$ cat src/logic/dp_link_pkg.sv
package dp_link_pkg;

    localparam int LANES_MAX = 4;
    localparam int SPL       = 2;   // Symbols per lane per clock

    // DP link symbols, data in the low byte
    typedef struct packed {
        logic       disp_ctl;   // 0 automatic, 1 forced
        logic       disp_val;   // 0 negative, 1 positive
        logic       k;
        logic [7:0] data;
    } dp_tx_sym_t;

    typedef struct packed {
        logic       k;
        logic [7:0] data;
    } dp_rx_sym_t;

    typedef dp_tx_sym_t [SPL-1:0] dp_tx_lane_t;    // Symbol 0 low
    typedef dp_rx_sym_t [SPL-1:0] dp_rx_lane_t;

    // Transceiver parallel lanes
    typedef struct packed {
        logic [SPL-1:0]   disp_ctl;
        logic [SPL-1:0]   disp_val;
        logic [SPL-1:0]   k;
        logic [8*SPL-1:0] data;
    } phy_tx_lane_t;

    typedef struct packed {
        logic [SPL-1:0]   k;
        logic [8*SPL-1:0] data;
    } phy_rx_lane_t;

    typedef logic [LANES_MAX-1:0][1:0] lane_map_t;

    // Entry 0 in the low bits
    localparam lane_map_t TX_LANE_MAP = {2'd3, 2'd2, 2'd0, 2'd1};  // Source DP lane per PHY lane
    localparam lane_map_t RX_LANE_MAP = {2'd1, 2'd0, 2'd2, 2'd3};  // Source PHY lane per DP lane

    typedef struct packed {
        logic        psel;
        logic        penable;
        logic        pwrite;
        logic [7:0]  paddr;
        logic [31:0] pwdata;
    } apb_req_t;

    typedef struct packed {
        logic [31:0] prdata;
        logic        pready;
        logic        pslverr;
    } apb_rsp_t;

    localparam logic [7:0]  REG_ID   = 8'h00;
    localparam logic [7:0]  REG_CTL  = 8'h04;
    localparam logic [7:0]  REG_STS  = 8'h08;
    localparam logic [31:0] ID_VALUE = {16'h0000, 8'd1, 8'd0};    // Major, minor

    // PLL power-down sits in bit 0
    typedef struct packed {
        logic clk_sel;
        logic rx_drst;
        logic rx_arst;
        logic tx_drst;
        logic tx_arst;
        logic pll_pwrdwn;
    } phy_ctl_t;

    localparam phy_ctl_t PHY_CTL_RST = '{clk_sel: 1'b0, default: 1'b1};

    typedef struct packed {
        logic [LANES_MAX-1:0] cdr_lock;
        logic [LANES_MAX-1:0] rx_cal_busy;
        logic [LANES_MAX-1:0] tx_cal_busy;
        logic                 pll_locked;
        logic                 pll_cal_busy;
    } phy_sts_t;

endpackage

$ cat src/logic/dp_rst_seq.sv
`timescale 1ns/10ps

module dp_rst_seq
#(
    parameter int RST_CYCLES = 1024
)
(
    input  logic CLK_IN,
    input  logic arst_n,
    input  logic pll_lock,
    output logic sys_rst_n
);

    localparam int CNT_W = $clog2(RST_CYCLES + 1);

    logic [CNT_W-1:0] cnt;

    // Counter saturates at RST_CYCLES and restarts whenever lock drops
    always_ff @(posedge CLK_IN or negedge arst_n)
    begin
        if (!arst_n)
        begin
            cnt       <= '0;
            sys_rst_n <= 1'b0;
        end
        else if (!pll_lock)
        begin
            cnt       <= '0;
            sys_rst_n <= 1'b0;      // Back into reset at once
        end
        else
        begin
            if (cnt != CNT_W'(RST_CYCLES))
                cnt <= cnt + 1'b1;

            // Release on the edge that brings the count to RST_CYCLES
            if (cnt >= CNT_W'(RST_CYCLES - 1))
                sys_rst_n <= 1'b1;
        end
    end

    // Release only ever follows a sampled lock
    a_rise_needs_lock: assert property (
        @(posedge CLK_IN) disable iff (!arst_n)
        $rose(sys_rst_n) |-> $past(pll_lock)
    );

endmodule

$ cat src/logic/dp_lane_map.sv
`timescale 1ns/10ps

module dp_lane_map
#(
    parameter type                    lane_t = logic,
    parameter int                     LANES  = dp_link_pkg::LANES_MAX,
    parameter dp_link_pkg::lane_map_t MAP    = dp_link_pkg::TX_LANE_MAP
)
(
    input  logic  CLK_IN,
    input  logic  arst_n,
    input  logic  clr,
    input  lane_t lanes_in  [LANES],
    output lane_t lanes_out [LANES]
);

    // One register stage, output lane p takes input lane MAP[p]
    always_ff @(posedge CLK_IN or negedge arst_n)
    begin
        if (!arst_n)
        begin
            for (int p = 0; p < LANES; p++)
                lanes_out[p] <= '0;
        end
        else if (clr)
        begin
            for (int p = 0; p < LANES; p++)
                lanes_out[p] <= '0;     // Digital reset from the PHY control
        end
        else
        begin
            for (int p = 0; p < LANES; p++)
                lanes_out[p] <= lanes_in[MAP[p]];
        end
    end

    for (genvar p = 0; p < LANES; p++)
    begin : g_chk
        a_clr_zero: assert property (
            @(posedge CLK_IN) disable iff (!arst_n)
            clr |=> (lanes_out[p] == '0)
        );
    end

endmodule

$ cat src/logic/dp_tx_phy_pack.sv
`timescale 1ns/10ps

module dp_tx_phy_pack
#(
    parameter int                     LANES = dp_link_pkg::LANES_MAX,
    parameter dp_link_pkg::lane_map_t MAP   = dp_link_pkg::TX_LANE_MAP
)
(
    input  logic                      CLK_IN,
    input  logic                      arst_n,
    input  logic                      clr,
    input  dp_link_pkg::dp_tx_lane_t  dp_tx  [LANES],
    output dp_link_pkg::phy_tx_lane_t phy_tx [LANES]
);

    dp_link_pkg::dp_tx_lane_t dp_tx_inv [LANES];
    dp_link_pkg::dp_tx_lane_t mapped    [LANES];

    // Transceiver takes disparity value in the opposite sense.
    // Inverting ahead of the register keeps a cleared lane all zero.
    always_comb
    begin
        for (int p = 0; p < LANES; p++)
        begin
            dp_tx_inv[p] = dp_tx[p];
            for (int s = 0; s < dp_link_pkg::SPL; s++)
                dp_tx_inv[p][s].disp_val = ~dp_tx[p][s].disp_val;
        end
    end

    dp_lane_map
    #(
        .lane_t (dp_link_pkg::dp_tx_lane_t),
        .LANES  (LANES),
        .MAP    (MAP)
    )
    u_tx_map
    (
        .CLK_IN    (CLK_IN),
        .arst_n    (arst_n),
        .clr       (clr),
        .lanes_in  (dp_tx_inv),
        .lanes_out (mapped)
    );

    // Symbol s goes to byte s and bit s of each PHY field
    always_comb
    begin
        for (int p = 0; p < LANES; p++)
        begin
            for (int s = 0; s < dp_link_pkg::SPL; s++)
            begin
                phy_tx[p].data[8*s +: 8] = mapped[p][s].data;
                phy_tx[p].k[s]           = mapped[p][s].k;
                phy_tx[p].disp_val[s]    = mapped[p][s].disp_val;
                phy_tx[p].disp_ctl[s]    = mapped[p][s].disp_ctl;
            end
        end
    end

endmodule

$ cat src/logic/dp_phy_ctl_regs.sv
`timescale 1ns/10ps

module dp_phy_ctl_regs
(
    input  logic                  CLK_IN,
    input  logic                  arst_n,
    input  logic                  sys_rst_n,
    input  dp_link_pkg::apb_req_t apb_req,
    output dp_link_pkg::apb_rsp_t apb_rsp,
    input  dp_link_pkg::phy_sts_t phy_sts,
    output dp_link_pkg::phy_ctl_t phy_ctl
);

    logic                  access;
    logic                  wr_en;
    logic                  rd_en;
    logic [31:0]           sts_word;
    logic [31:0]           rd_data;
    dp_link_pkg::phy_ctl_t ctl_q;

    // Single-cycle access phase, no wait states
    assign access = apb_req.psel && apb_req.penable;
    assign wr_en  = access && apb_req.pwrite && sys_rst_n;
    assign rd_en  = access && !apb_req.pwrite && sys_rst_n;

    always_ff @(posedge CLK_IN or negedge arst_n)
    begin
        if (!arst_n)
            ctl_q <= dp_link_pkg::PHY_CTL_RST;
        else if (!sys_rst_n)
            ctl_q <= dp_link_pkg::PHY_CTL_RST;     // Start from reset value on release
        else if (wr_en && (apb_req.paddr == dp_link_pkg::REG_CTL))
            ctl_q <= dp_link_pkg::phy_ctl_t'(apb_req.pwdata[5:0]);
    end

    // Hold the PHY in reset for as long as the system is
    assign phy_ctl = sys_rst_n ? ctl_q : dp_link_pkg::PHY_CTL_RST;

    // Per-lane status collapsed to one bit each
    assign sts_word = {
        27'd0,
        &phy_sts.cdr_lock,
        |phy_sts.rx_cal_busy,
        |phy_sts.tx_cal_busy,
        phy_sts.pll_locked,
        phy_sts.pll_cal_busy
    };

    always_comb
    begin
        case (apb_req.paddr)
            dp_link_pkg::REG_ID:  rd_data = dp_link_pkg::ID_VALUE;
            dp_link_pkg::REG_CTL: rd_data = {26'd0, ctl_q};
            dp_link_pkg::REG_STS: rd_data = sts_word;
            default:              rd_data = 32'd0;    // Unmapped
        endcase
    end

    always_comb
    begin
        apb_rsp.prdata  = rd_en ? rd_data : 32'd0;
        apb_rsp.pready  = 1'b1;
        apb_rsp.pslverr = access && !sys_rst_n;    // Bus error while held in reset
    end

    a_penable_after_psel: assert property (
        @(posedge CLK_IN) disable iff (!arst_n)
        apb_req.penable |-> $past(apb_req.psel)
    );

    // Reset value also holds on the first cycle after release
    a_ctl_in_reset: assert property (
        @(posedge CLK_IN) disable iff (!arst_n)
        (!sys_rst_n || $rose(sys_rst_n)) |-> (phy_ctl == dp_link_pkg::PHY_CTL_RST)
    );

endmodule

$ cat src/logic/dp_link_bridge_top.sv
`timescale 1ns/10ps

module dp_link_bridge_top
#(
    parameter int                     LANES       = dp_link_pkg::LANES_MAX,
    parameter int                     RST_CYCLES  = 1024,
    parameter dp_link_pkg::lane_map_t TX_LANE_MAP = dp_link_pkg::TX_LANE_MAP,
    parameter dp_link_pkg::lane_map_t RX_LANE_MAP = dp_link_pkg::RX_LANE_MAP
)
(
    input  logic                      CLK_IN,
    input  logic                      arst_n,
    input  logic                      pll_lock,

    // Register access
    input  dp_link_pkg::apb_req_t     apb_req,
    output dp_link_pkg::apb_rsp_t     apb_rsp,

    // PHY control and status
    input  dp_link_pkg::phy_sts_t     phy_sts,
    output dp_link_pkg::phy_ctl_t     phy_ctl,

    // TX link
    input  dp_link_pkg::dp_tx_lane_t  dp_tx  [LANES],
    output dp_link_pkg::phy_tx_lane_t phy_tx [LANES],

    // RX link
    input  dp_link_pkg::phy_rx_lane_t phy_rx [LANES],
    output dp_link_pkg::dp_rx_lane_t  dp_rx  [LANES]
);

    logic                          sys_rst_n;
    wire dp_link_pkg::dp_rx_lane_t phy_rx_sym [LANES];

    dp_rst_seq
    #(
        .RST_CYCLES (RST_CYCLES)
    )
    u_rst_seq
    (
        .CLK_IN    (CLK_IN),
        .arst_n    (arst_n),
        .pll_lock  (pll_lock),
        .sys_rst_n (sys_rst_n)
    );

    dp_phy_ctl_regs u_regs
    (
        .CLK_IN    (CLK_IN),
        .arst_n    (arst_n),
        .sys_rst_n (sys_rst_n),
        .apb_req   (apb_req),
        .apb_rsp   (apb_rsp),
        .phy_sts   (phy_sts),
        .phy_ctl   (phy_ctl)
    );

    dp_tx_phy_pack
    #(
        .LANES (LANES),
        .MAP   (TX_LANE_MAP)
    )
    u_tx_pack
    (
        .CLK_IN (CLK_IN),
        .arst_n (arst_n),
        .clr    (phy_ctl.tx_drst),
        .dp_tx  (dp_tx),
        .phy_tx (phy_tx)
    );

    // Split each PHY lane into symbols, low byte is symbol 0
    for (genvar p = 0; p < LANES; p++)
    begin : g_rx_lane
        for (genvar s = 0; s < dp_link_pkg::SPL; s++)
        begin : g_rx_sym
            assign phy_rx_sym[p][s] = {phy_rx[p].k[s], phy_rx[p].data[8*s +: 8]};
        end
    end

    dp_lane_map
    #(
        .lane_t (dp_link_pkg::dp_rx_lane_t),
        .LANES  (LANES),
        .MAP    (RX_LANE_MAP)
    )
    u_rx_map
    (
        .CLK_IN    (CLK_IN),
        .arst_n    (arst_n),
        .clr       (phy_ctl.rx_drst),
        .lanes_in  (phy_rx_sym),
        .lanes_out (dp_rx)
    );

endmodule

$ cat config.mk
export PLATFORM = sky130hd
export DESIGN_NAME = dp_link_bridge_top
export DESIGN_NICKNAME = d
export VERILOG_FILES = /design/src/logic/dp_link_pkg.sv /design/src/logic/dp_rst_seq.sv /design/src/logic/dp_lane_map.sv /design/src/logic/dp_tx_phy_pack.sv /design/src/logic/dp_phy_ctl_regs.sv /design/src/logic/dp_link_bridge_top.sv
export SDC_FILE = /design/constraint.sdc
export NUM_CORES = 1
export LEC_CHECK = 0
export ABC_AREA = 1
export BUFFER_PORTS_ARGS = -buffer_cell sky130_fd_sc_hd__clkbuf_2
export CORE_AREA = 4 4 159 161
export DETAILED_ROUTE_END_ITERATION = 8
export DIE_AREA = 0 0 163 165
export GPL_TIMING_DRIVEN = 0
export PLACE_DENSITY = 0.57
export SYNTH_ARGS = -nofsm -noshare
export SYNTH_HDL_FRONTEND = slang
export SYNTH_SLANG_ARGS = --single-unit
$ cat constraint.sdc
create_clock -name CLK_IN -period 1.37 [get_ports CLK_IN]
set_input_delay 0.0685 -clock CLK_IN [delete_from_list [all_inputs] [get_ports CLK_IN]]
set_output_delay 0.0685 -clock CLK_IN [all_outputs]
set_load 0.05 [all_outputs]
Word level (Yosys, flattened, before mapping)

Cells that the tools add are included.

Add/sub/neg operators: 1
Magnitude comparators: 1
Equal/unequal tests: 6
Mux-type cells: 11
Bitwise logic cells: 8
Reduce and logical (&&, ||, !) cells: 13

Operators by type and width:

| operator                                               | count |
|---|---|
| two-way mux 88 bit                                     | 1 |
| two-way mux 72 bit                                     | 1 |
| case mux 9 bit (3 select lines)                        | 1 |
| two-way mux 11 bit                                     | 2 |
| two-way mux 6 bit                                      | 3 |
| adder 11 x 1 -> 11 bit (second input constant)         | 1 |
| >= comparator 11 x 10 -> 1 bit (second input constant) | 1 |
| inequality test 11 bit (second input constant)         | 1 |
| two-way mux 9 bit                                      | 1 |
| equality test 8 x 3 -> 1 bit (second input constant)   | 1 |
| equality test 8 x 4 -> 1 bit (second input constant)   | 1 |
| zero test 8 bit                                        | 1 |
| NOT 1 bit                                              | 8 |
| OR reduction 4 bit                                     | 2 |
| logical AND 1 bit                                      | 7 |
| inequality test 2 x 1 -> 1 bit (second input constant) | 3 |
| AND reduction 4 bit                                    | 1 |
| zero test 1 bit                                        | 2 |
| two-way mux 1 bit                                      | 2 |

Register bits: 178
Bits of input ports: 220
Word-level logic and storage cells: 96

Depth between registers and ports, before layout

Gate-level depths: netlist of the first run.

Depth after elaboration: 6
Gate-level depth with buffers: 7

By module

A second synthesis of the first run with hierarchy kept.

Cell total of the unflattened synthesis: 748
Area, all modules: 6980.4 um2

Modules (own cells, without submodules):

| module                            | instances | cells each | area an instance (um2) |
|---|---|---|---|
| dp_lane_map at u_tx_pack.u_tx_map | 1         | 274        | 2937.8 |
| dp_lane_map at u_rx_map           | 1         | 224        | 2432.3 |
| dp_phy_ctl_regs                   | 1         | 141        | 858.3 |
| dp_rst_seq                        | 1         | 101        | 721.9 |
| dp_tx_phy_pack                    | 1         | 8          | 30.0 |

Worst setup path after synthesis of the first run

OpenSTA, ideal clock, no wires.

Path kind: reg-to-output
From: reg u_rst_seq.sys_rst_n
To: out apb_rsp[10] in the netlist's numbering
Data arrival time: 1966 ps
Data required time: 1302 ps
Path slack: -664 ps
Stages on the path, launching flop included: 3
Buffers on the path: 0
Cell sequence: dfrtp_1 nand3_1 nor4_1

RTL lines:

| what                   | RTL line                 | text |
|---|---|---|
| from (decl)            | dp_rst_seq.sv:11         | `output logic sys_rst_n` |
| from (signal assigned) | dp_rst_seq.sv:24         | `sys_rst_n <= 1'b0;` |
| from (signal assigned) | dp_rst_seq.sv:29         | `sys_rst_n <= 1'b0;` |
| from (signal assigned) | dp_rst_seq.sv:38         | `sys_rst_n <= 1'b1;` |
| to (decl)              | dp_link_bridge_top.sv:17 | `output dp_link_pkg::apb_rsp_t apb_rsp,` |

Worst setup path after layout of the first run

From: reg u_rst_seq.sys_rst_n
To: out phy_ctl[2] in the netlist's numbering

Word-level cells in the longest chain between the ends: 1

RTL lines:

| what              | RTL line                 | text |
|---|---|---|
| two-way mux 6 bit | dp_phy_ctl_regs.sv:37    | `assign phy_ctl = sys_rst_n ? ctl_q : dp_link_pkg::PHY_CTL_RST;` |
| to (decl)         | dp_link_bridge_top.sv:21 | `output dp_link_pkg::phy_ctl_t phy_ctl,` |

No other way between the ends.

==> results by group, run 1 <==
Run status
  – Status: complete, but fails checks
  – Failing checks: setup timing

Power
  – PwrDens: 967 nW/µm²
  – VDD IR-drop max: 0.000762 V
  – Tot Pwr: 11.5 mW
  – LEAKAGE: 7.13 nW

GRT
  – Total GRT Usage: 16.1%
  – Vias in the first global route: 6,563
  – Grt ovf: 0
  – Initial antenna violation count: 0
  – First-pass GRT wire length: 33,800 µm
  – Largest net degree at the start of global routing: 98

Finish
  – Finished Layout Cells: 1,631
  – Nets: 1,516
  – Share of layout cells above drive strength 1: 37.9%
  – # fillers: 2,205
  – Post-route cell area: 11,900 µm²
  – ANT cells: 0
  – Most frequent cells in the layout: 352 x clkbuf_2, 187 x nor2_1, 172 x inv_1, 172 x dfrtp_1, 168 x dlygate4sd3_1
  – Commonest non-fill, non-tap cell in the layout: clkbuf_2
  – Final core utilization: 49.7%
  – Synthesis-to-layout area growth: 77.0%

Placement
  – Placed instance area: 9110 µm²
  – Dpl hpwl: 15,500 µm
  – DP Worst Slack: -336 ps
  – Routability cong.: 0.747
  – PortBufs: 367
  – Inst Count DP: 1,418

Yosys
  – Synth Cell Area: 6730 µm²
  – Synth top area cells: dfrtp_1 64%, nor2_1 11%, inv_1 9.8%
  – Area fraction of the dominant cell type after synthesis: 64.3%
  – Syn_area_per_cell: 9.59 µm²
  – Sequential area share after synthesis: 66.3%
  – Synth area leader: dfrtp_1
  – Netlist cell types: 26
  – Syn Inst Count: 702
  – Warnings, synthesis: 0
  – #FFs+latches synth: 178

Timing
  – Final setup vio count: 14
  – Worst setup margin: -195 ps
  – Min Hold Slack: 173 ps
  – Max Freq: 639 MHz
  – Final Hold Viols: 0
  – Period minus WS final: 1570 ps
  – Setup tns final: -2160 ps
  – Fin. max-slew vios: 0
  – Clock Skew: 9.12 ps
  – Max-slew headroom: 50.2%
  – Crit share post-route: 114%
  – Slew @ Worst Pin: 746 ps
  – RSZ-0062 raised after global routing: yes

Critical path
  – Setup crit start kind: flop
  – Peak fanout along the critical path: 5
  – R2r setup slk: 60 ps
  – CP endpoint kind: output port
  – Crit Path Class: reg -> out
  – Req. time, crit path: 1300 ps
  – RR Startpoint: u_rst_seq.sys_rst_n
  – Crit path DAT: 1500 ps
  – R2r endpoint: u_tx_pack.u_tx_map.lanes_out[46]
  – R2R depth: 5

Die
  – DIE WIDTH: 163 µm
  – Std cell rows: 57
  – Die area: 26,900 µm²
  – Starting density of the core: 28.1%
  – Ports: 420
  – Die Y: 165 µm
  – Core Box Area: 24,000 µm²

Clocking
  – Reg clk slew, reported paths: 70 ps
  – Bufs on Longest Clock Path: 2
  – TritonCTS Buffers: 17
  – CTS H-Tree Depth: 4
  – Clock Tree Root: clkbuf_16
  – Latest clock arrival within the worst-skew pair: 420 ps
  – Clk sink count: 178
  – CTS tree: done

Worst hold path
  – Hold depth: 6
  – Hold wc startpoint: apb_req[40]
  – Hold Path End: u_regs.ctl_q[4]
  – Tightest Hold Check Type: in -> reg

Drt
  – Via count: 6,329
  – Final WL: 22,500 µm
  – DRC: 0
  – Vias/cell: 3.88
  – Remaining antenna violation count: 0
  – Drt wl/cell: 13.8 µm
  – DR iter-0 viols: 286
  – TritonRoute pass-1 iters: 5

Flow run
  – Max_cap viols: 0
worst max path at each step:
| stage | start | end | slack [ps] | cells after the start |
|---|---|---|---|---|
| CTS | u_rst_seq.sys_rst_n | phy_ctl[2] | -300 | 5 |
| global placement | arst_n | u_regs.ctl_q[5] | -3170 | 1 |
| detailed placement | u_regs.ctl_q[4] | phy_ctl[4] | -340 | 5 |
| finish | u_rst_seq.sys_rst_n | phy_ctl[2] | -200 | 4 |
| floorplan | u_rst_seq.sys_rst_n | apb_rsp[10] | -80 | 2 |
| global route | u_rst_seq.sys_rst_n | phy_ctl[2] | -260 | 4 |
state kept, by name, summed over array words and instances, names as in the netlist:
name / flops
u_rx_map.lanes_out: 72
u_rst_seq.sys_rst_n: 1
u_rst_seq.cnt: 11
u_regs.ctl_q: 6
u_tx_pack.u_tx_map.lanes_out: 88
synth_stat cells:
cell	number
buf_6	4
a21oi_1	5
nand4_1	5
o21bai_1	1
inv_1	176
clkbuf_8	6
or2_2	5
nor3_1	4
nand3_1	21
nor3b_1	1
clkbuf_1	2
o21ai_1	1
dfstp_2	5
conb_1	2
nor4_1	1
nand2_1	41
clkinv_1	1
buf_2	2
or2_1	1
ha_1	2
buf_4	28
dfrtp_1	173
inv_2	1
nor2_1	199
o21ai_0	9
buf_1	6
routing by layer:
| metal | part of all wire (%) | global-route usage [%] | wire length [µm] | vias to the layer above |
|---|---|---|---|---|
| li1 | - | - | - | 3120 |
| met1 | 38 | 18.2 | 8480 | 2927 |
| met2 | 53 | 28.9 | 11900 | 251 |
| met3 | 7.0 | 4.37 | 1570 | 31 |
| met4 | 2.7 | 6.14 | 601 | 0 |
| met5 | 0 | 0 | 0 | - |
power by group:
group,switching (mW),internal [mW],leakage (nW)
sequential,0.0128,5.26,2.47
clock,2.40,2.67,0.306
combinational,0.557,0.624,4.36
cells by family after synthesis:
kind of cell	count (synthesis)	share of synthesized area, %
AOI/OAI and AO/OA	16	1.23
adders and majority gates	2	0.372
buffers and inverters	226	15.5
DFF	178	66.3
other	2	0.112
and+or+nand+nor	278	16.5
layout make-up:
| type | count | area, µm² | area share [%] |
|---|---|---|---|
| clock inverter | 15 | 203 | 1.70 |
| clock buffer | 17 | 425 | 3.57 |
| buffer | 46 | 418 | 3.51 |
| tap | 324 | 405 | 3.40 |
| multi-input combinational | 322 | 1460 | 12.3 |
| sequential | 178 | 4460 | 37.5 |
| timing repair buffer | 551 | 3860 | 32.4 |
| inverter | 178 | 673 | 5.65 |
worst max-delay path, stage by stage, from the launching register on:
cell,delay [ps]
dfrtp_2,460
inv_4,60
or2_4,250
clkbuf_16,150
clkbuf_16,160
repair_timing:
| action | in CTS | in global routing |
|---|---|---|
| hold endpoints to repair | 262 | 0 |
| setup buffers | 5 | 10 |
| hold buffers | 168 | 0 |
| gates resized for setup | 60 | 53 |
| pin swaps | 4 | 4 |
| setup endpoints to repair | 133 | 149 |
Power figures use the tool's default switching activity.
==> inputs of run 2 (changes only) <==
- CAP_MARGIN: unset -> 40
- SETUP_SLACK_MARGIN: unset -> 0.02
==> run 2 against run 1 <==
Net effect:
- the flow still finishes with violations (setup timing)
- worst hold slack got worse by 2.6 ps
- via count increased by 0.24%
- wire length increased by 0.18%
- combinational power about the same
- largest cell class unchanged
==> results by group, run 2 (same netlist as run 1, synthesis figures left out) <==
Run status
  – Status: complete, but fails checks
  – Failing checks: setup timing

Finish
  – Largest Register: u_tx_pack.u_tx_map.lanes_out
  – Synthesis-to-layout area growth: 77.1%
  – Share of layout cells above drive strength 1: 38.1%
  – Most frequent cells in the layout: 352 x clkbuf_2, 187 x nor2_1, 172 x inv_1
  – Nets: 1,517
  – Commonest non-fill, non-tap cell in the layout: clkbuf_2
  – Largest registers: u_tx_pack.u_tx_map.lanes_out (88), u_rx_map.lanes_out (72), u_rst_seq.cnt (11)
  – Number of flip-flops in the largest register: 88
  – ANT cells: 0

Power
  – Clock Power Share: 44.1%
  – Flop pwr share: 45.7%
  – Tot Pwr: 11.5 mW
  – Int Pwr: 8.56 mW
  – PwrDens: 967 nW/µm²
  – NetSw: 2.98 mW
  – LEAKAGE: 7.13 nW
  – VDD IR-drop max: 0.000762 V
  – Combinational share of power: 10.2%
  – Sw frac: 25.8%

Timing
  – Final setup vio count: 14
  – Fin. max-slew vios: 0
  – Crit share post-route: 114%
  – Max-slew headroom: 50.1%
  – Worst setup margin: -197 ps
  – Final Hold Viols: 0
  – Max Freq: 638 MHz
  – Clock Skew: 8.01 ps
  – RSZ-0062 raised after global routing: yes
  – Slew @ Worst Pin: 748 ps
  – Period minus WS final: 1570 ps
  – Min Hold Slack: 170 ps

Clocking
  – CTS H-Tree Depth: 4
  – TritonCTS Buffers: 17
  – Reg clk slew, reported paths: 70 ps
  – Clock Tree Root: clkbuf_16
  – CTS tree: done
  – Clk sink count: 178
  – Bufs on Longest Clock Path: 2
  – Latest clock arrival within the worst-skew pair: 420 ps

Flow run
  – Max_cap viols: 0

Critical path
  – Crit path largest cell delay: 460 ps
  – Top delay family on crit path: flip-flops
  – WP buf/inv: 3
  – Setup crit start kind: flop
  – Req. time, crit path: 1300 ps
  – R2R depth: 5
  – Crit path DAT: 1500 ps
  – RR Startpoint: u_rst_seq.sys_rst_n
  – CP cell instances: inv_4 > or2_4 > clkbuf_16 > clkbuf_16
  – CP endpoint kind: output port
  – Peak fanout along the critical path: 5
  – Crit Path Class: reg -> out
  – R2r setup slk: 60 ps
  – Most used cell, CP: clkbuf_16
  – R2r endpoint: u_tx_pack.u_tx_map.lanes_out[46]
  – CP max-delay cell: dfrtp_2

Die
  – Ports: 420
  – Std cell rows: 57
  – Starting density of the core: 28.1%
  – DIE WIDTH: 163 µm
  – Core Box Area: 24,000 µm²
  – Die Y: 165 µm
  – Die area: 26,900 µm²

Placement
  – PortBufs: 367
  – Dpl hpwl: 15,500 µm
  – Routability cong.: 0.747
  – DP Worst Slack: -336 ps

GRT
  – Vias in the first global route: 6,560
  – First-pass GRT wire length: 33,900 µm
  – Grt ovf: 0
  – Total GRT Usage: 16.1%
  – Initial antenna violation count: 0
  – Largest net degree at the start of global routing: 98

Worst hold path
  – Hold Path End: u_regs.ctl_q[4]
  – Tightest Hold Check Type: in -> reg
  – Hold wc startpoint: apb_req[40]
  – Hold depth: 6

Drt
  – DR iter-0 viols: 269
  – Vias/cell: 3.89
  – Remaining antenna violation count: 0
  – Drt wl/cell: 13.8 µm
  – TritonRoute pass-1 iters: 5
  – Via count: 6,344
  – Final WL: 22,500 µm
  – DRC: 0
[run 2: power by group through the flow]
stage / clock, mW / combinational [mW] / sequential, mW
after floorplan: 0 / 0.347 / 5.37
after global placement: 0 / 0.752 / 5.37
after detailed placement: 0 / 0.767 / 5.37
after CTS: 5.26 / 1.17 / 5.27
after global routing: 5.47 / 1.30 / 5.27
final: 5.08 / 1.18 / 5.27
[run 2: worst max path at each step]
| stage | from | to | cells after the start |
|---|---|---|---|
| after detailed placement | u_regs.ctl_q[4] | phy_ctl[4] | 5 |
| after global routing | u_rst_seq.sys_rst_n | phy_ctl[2] | 4 |
| after global placement | arst_n | u_regs.ctl_q[5] | 1 |
| final | u_rst_seq.sys_rst_n | phy_ctl[2] | 4 |
| after floorplan | u_rst_seq.sys_rst_n | apb_rsp[10] | 2 |
| after CTS | u_rst_seq.sys_rst_n | phy_ctl[2] | 5 |
[run 2: repair_timing]
item,4_1_cts,5_1_grt
gates cloned,0,0
endpoints found under the hold margin,262,0
gates resized for setup,66,44
setup buffers,5,11
setup endpoints to repair,163,171
hold buffers,168,0
pin swaps,4,4
[run 2: per-stage QoR]
step | util [%] | TNS (ps) | instance area [µm²] | instances
global placement | 37.9 | -561840 | 9070 | 1417
finish | 49.7 | -2170 | 11900 | 1632
CTS | 48.9 | -3150 | 11700 | 1622
detailed placement | 38.0 | -9200 | 9110 | 1418
floorplan | - | -334 | 6830 | 726
global route | 49.7 | -3130 | 11900 | 1632
[run 2: area by class of cell]
cell class	count	area [µm²]
Buffer	46	414
Clock buffer	17	425
Clock inverter	15	203
Fill cell	2202	12000
Inverter	178	673
Multi-Input combinational cell	322	1460
Sequential cell	178	4460
Tap cell	324	405
Timing Repair Buffer	552	3870
[run 2: tightest hold or removal path, cell delays in order]
cell	delay [ps]
clkbuf_2	80
inv_1	110
nor2_1	70
nand3_1	110
nand2_1	50
o21ai_0	70
[run 2: per-layer routing]
layer	wire length, µm	part of all wire, %	vias to the layer above	track usage [%]
met5	0	0	-	0
met4	605	2.7	0	5.99
met3	1620	7.2	35	4.37
met2	11900	53	259	29.1
met1	8440	37	2926	18.2
li1	-	-	3124	-
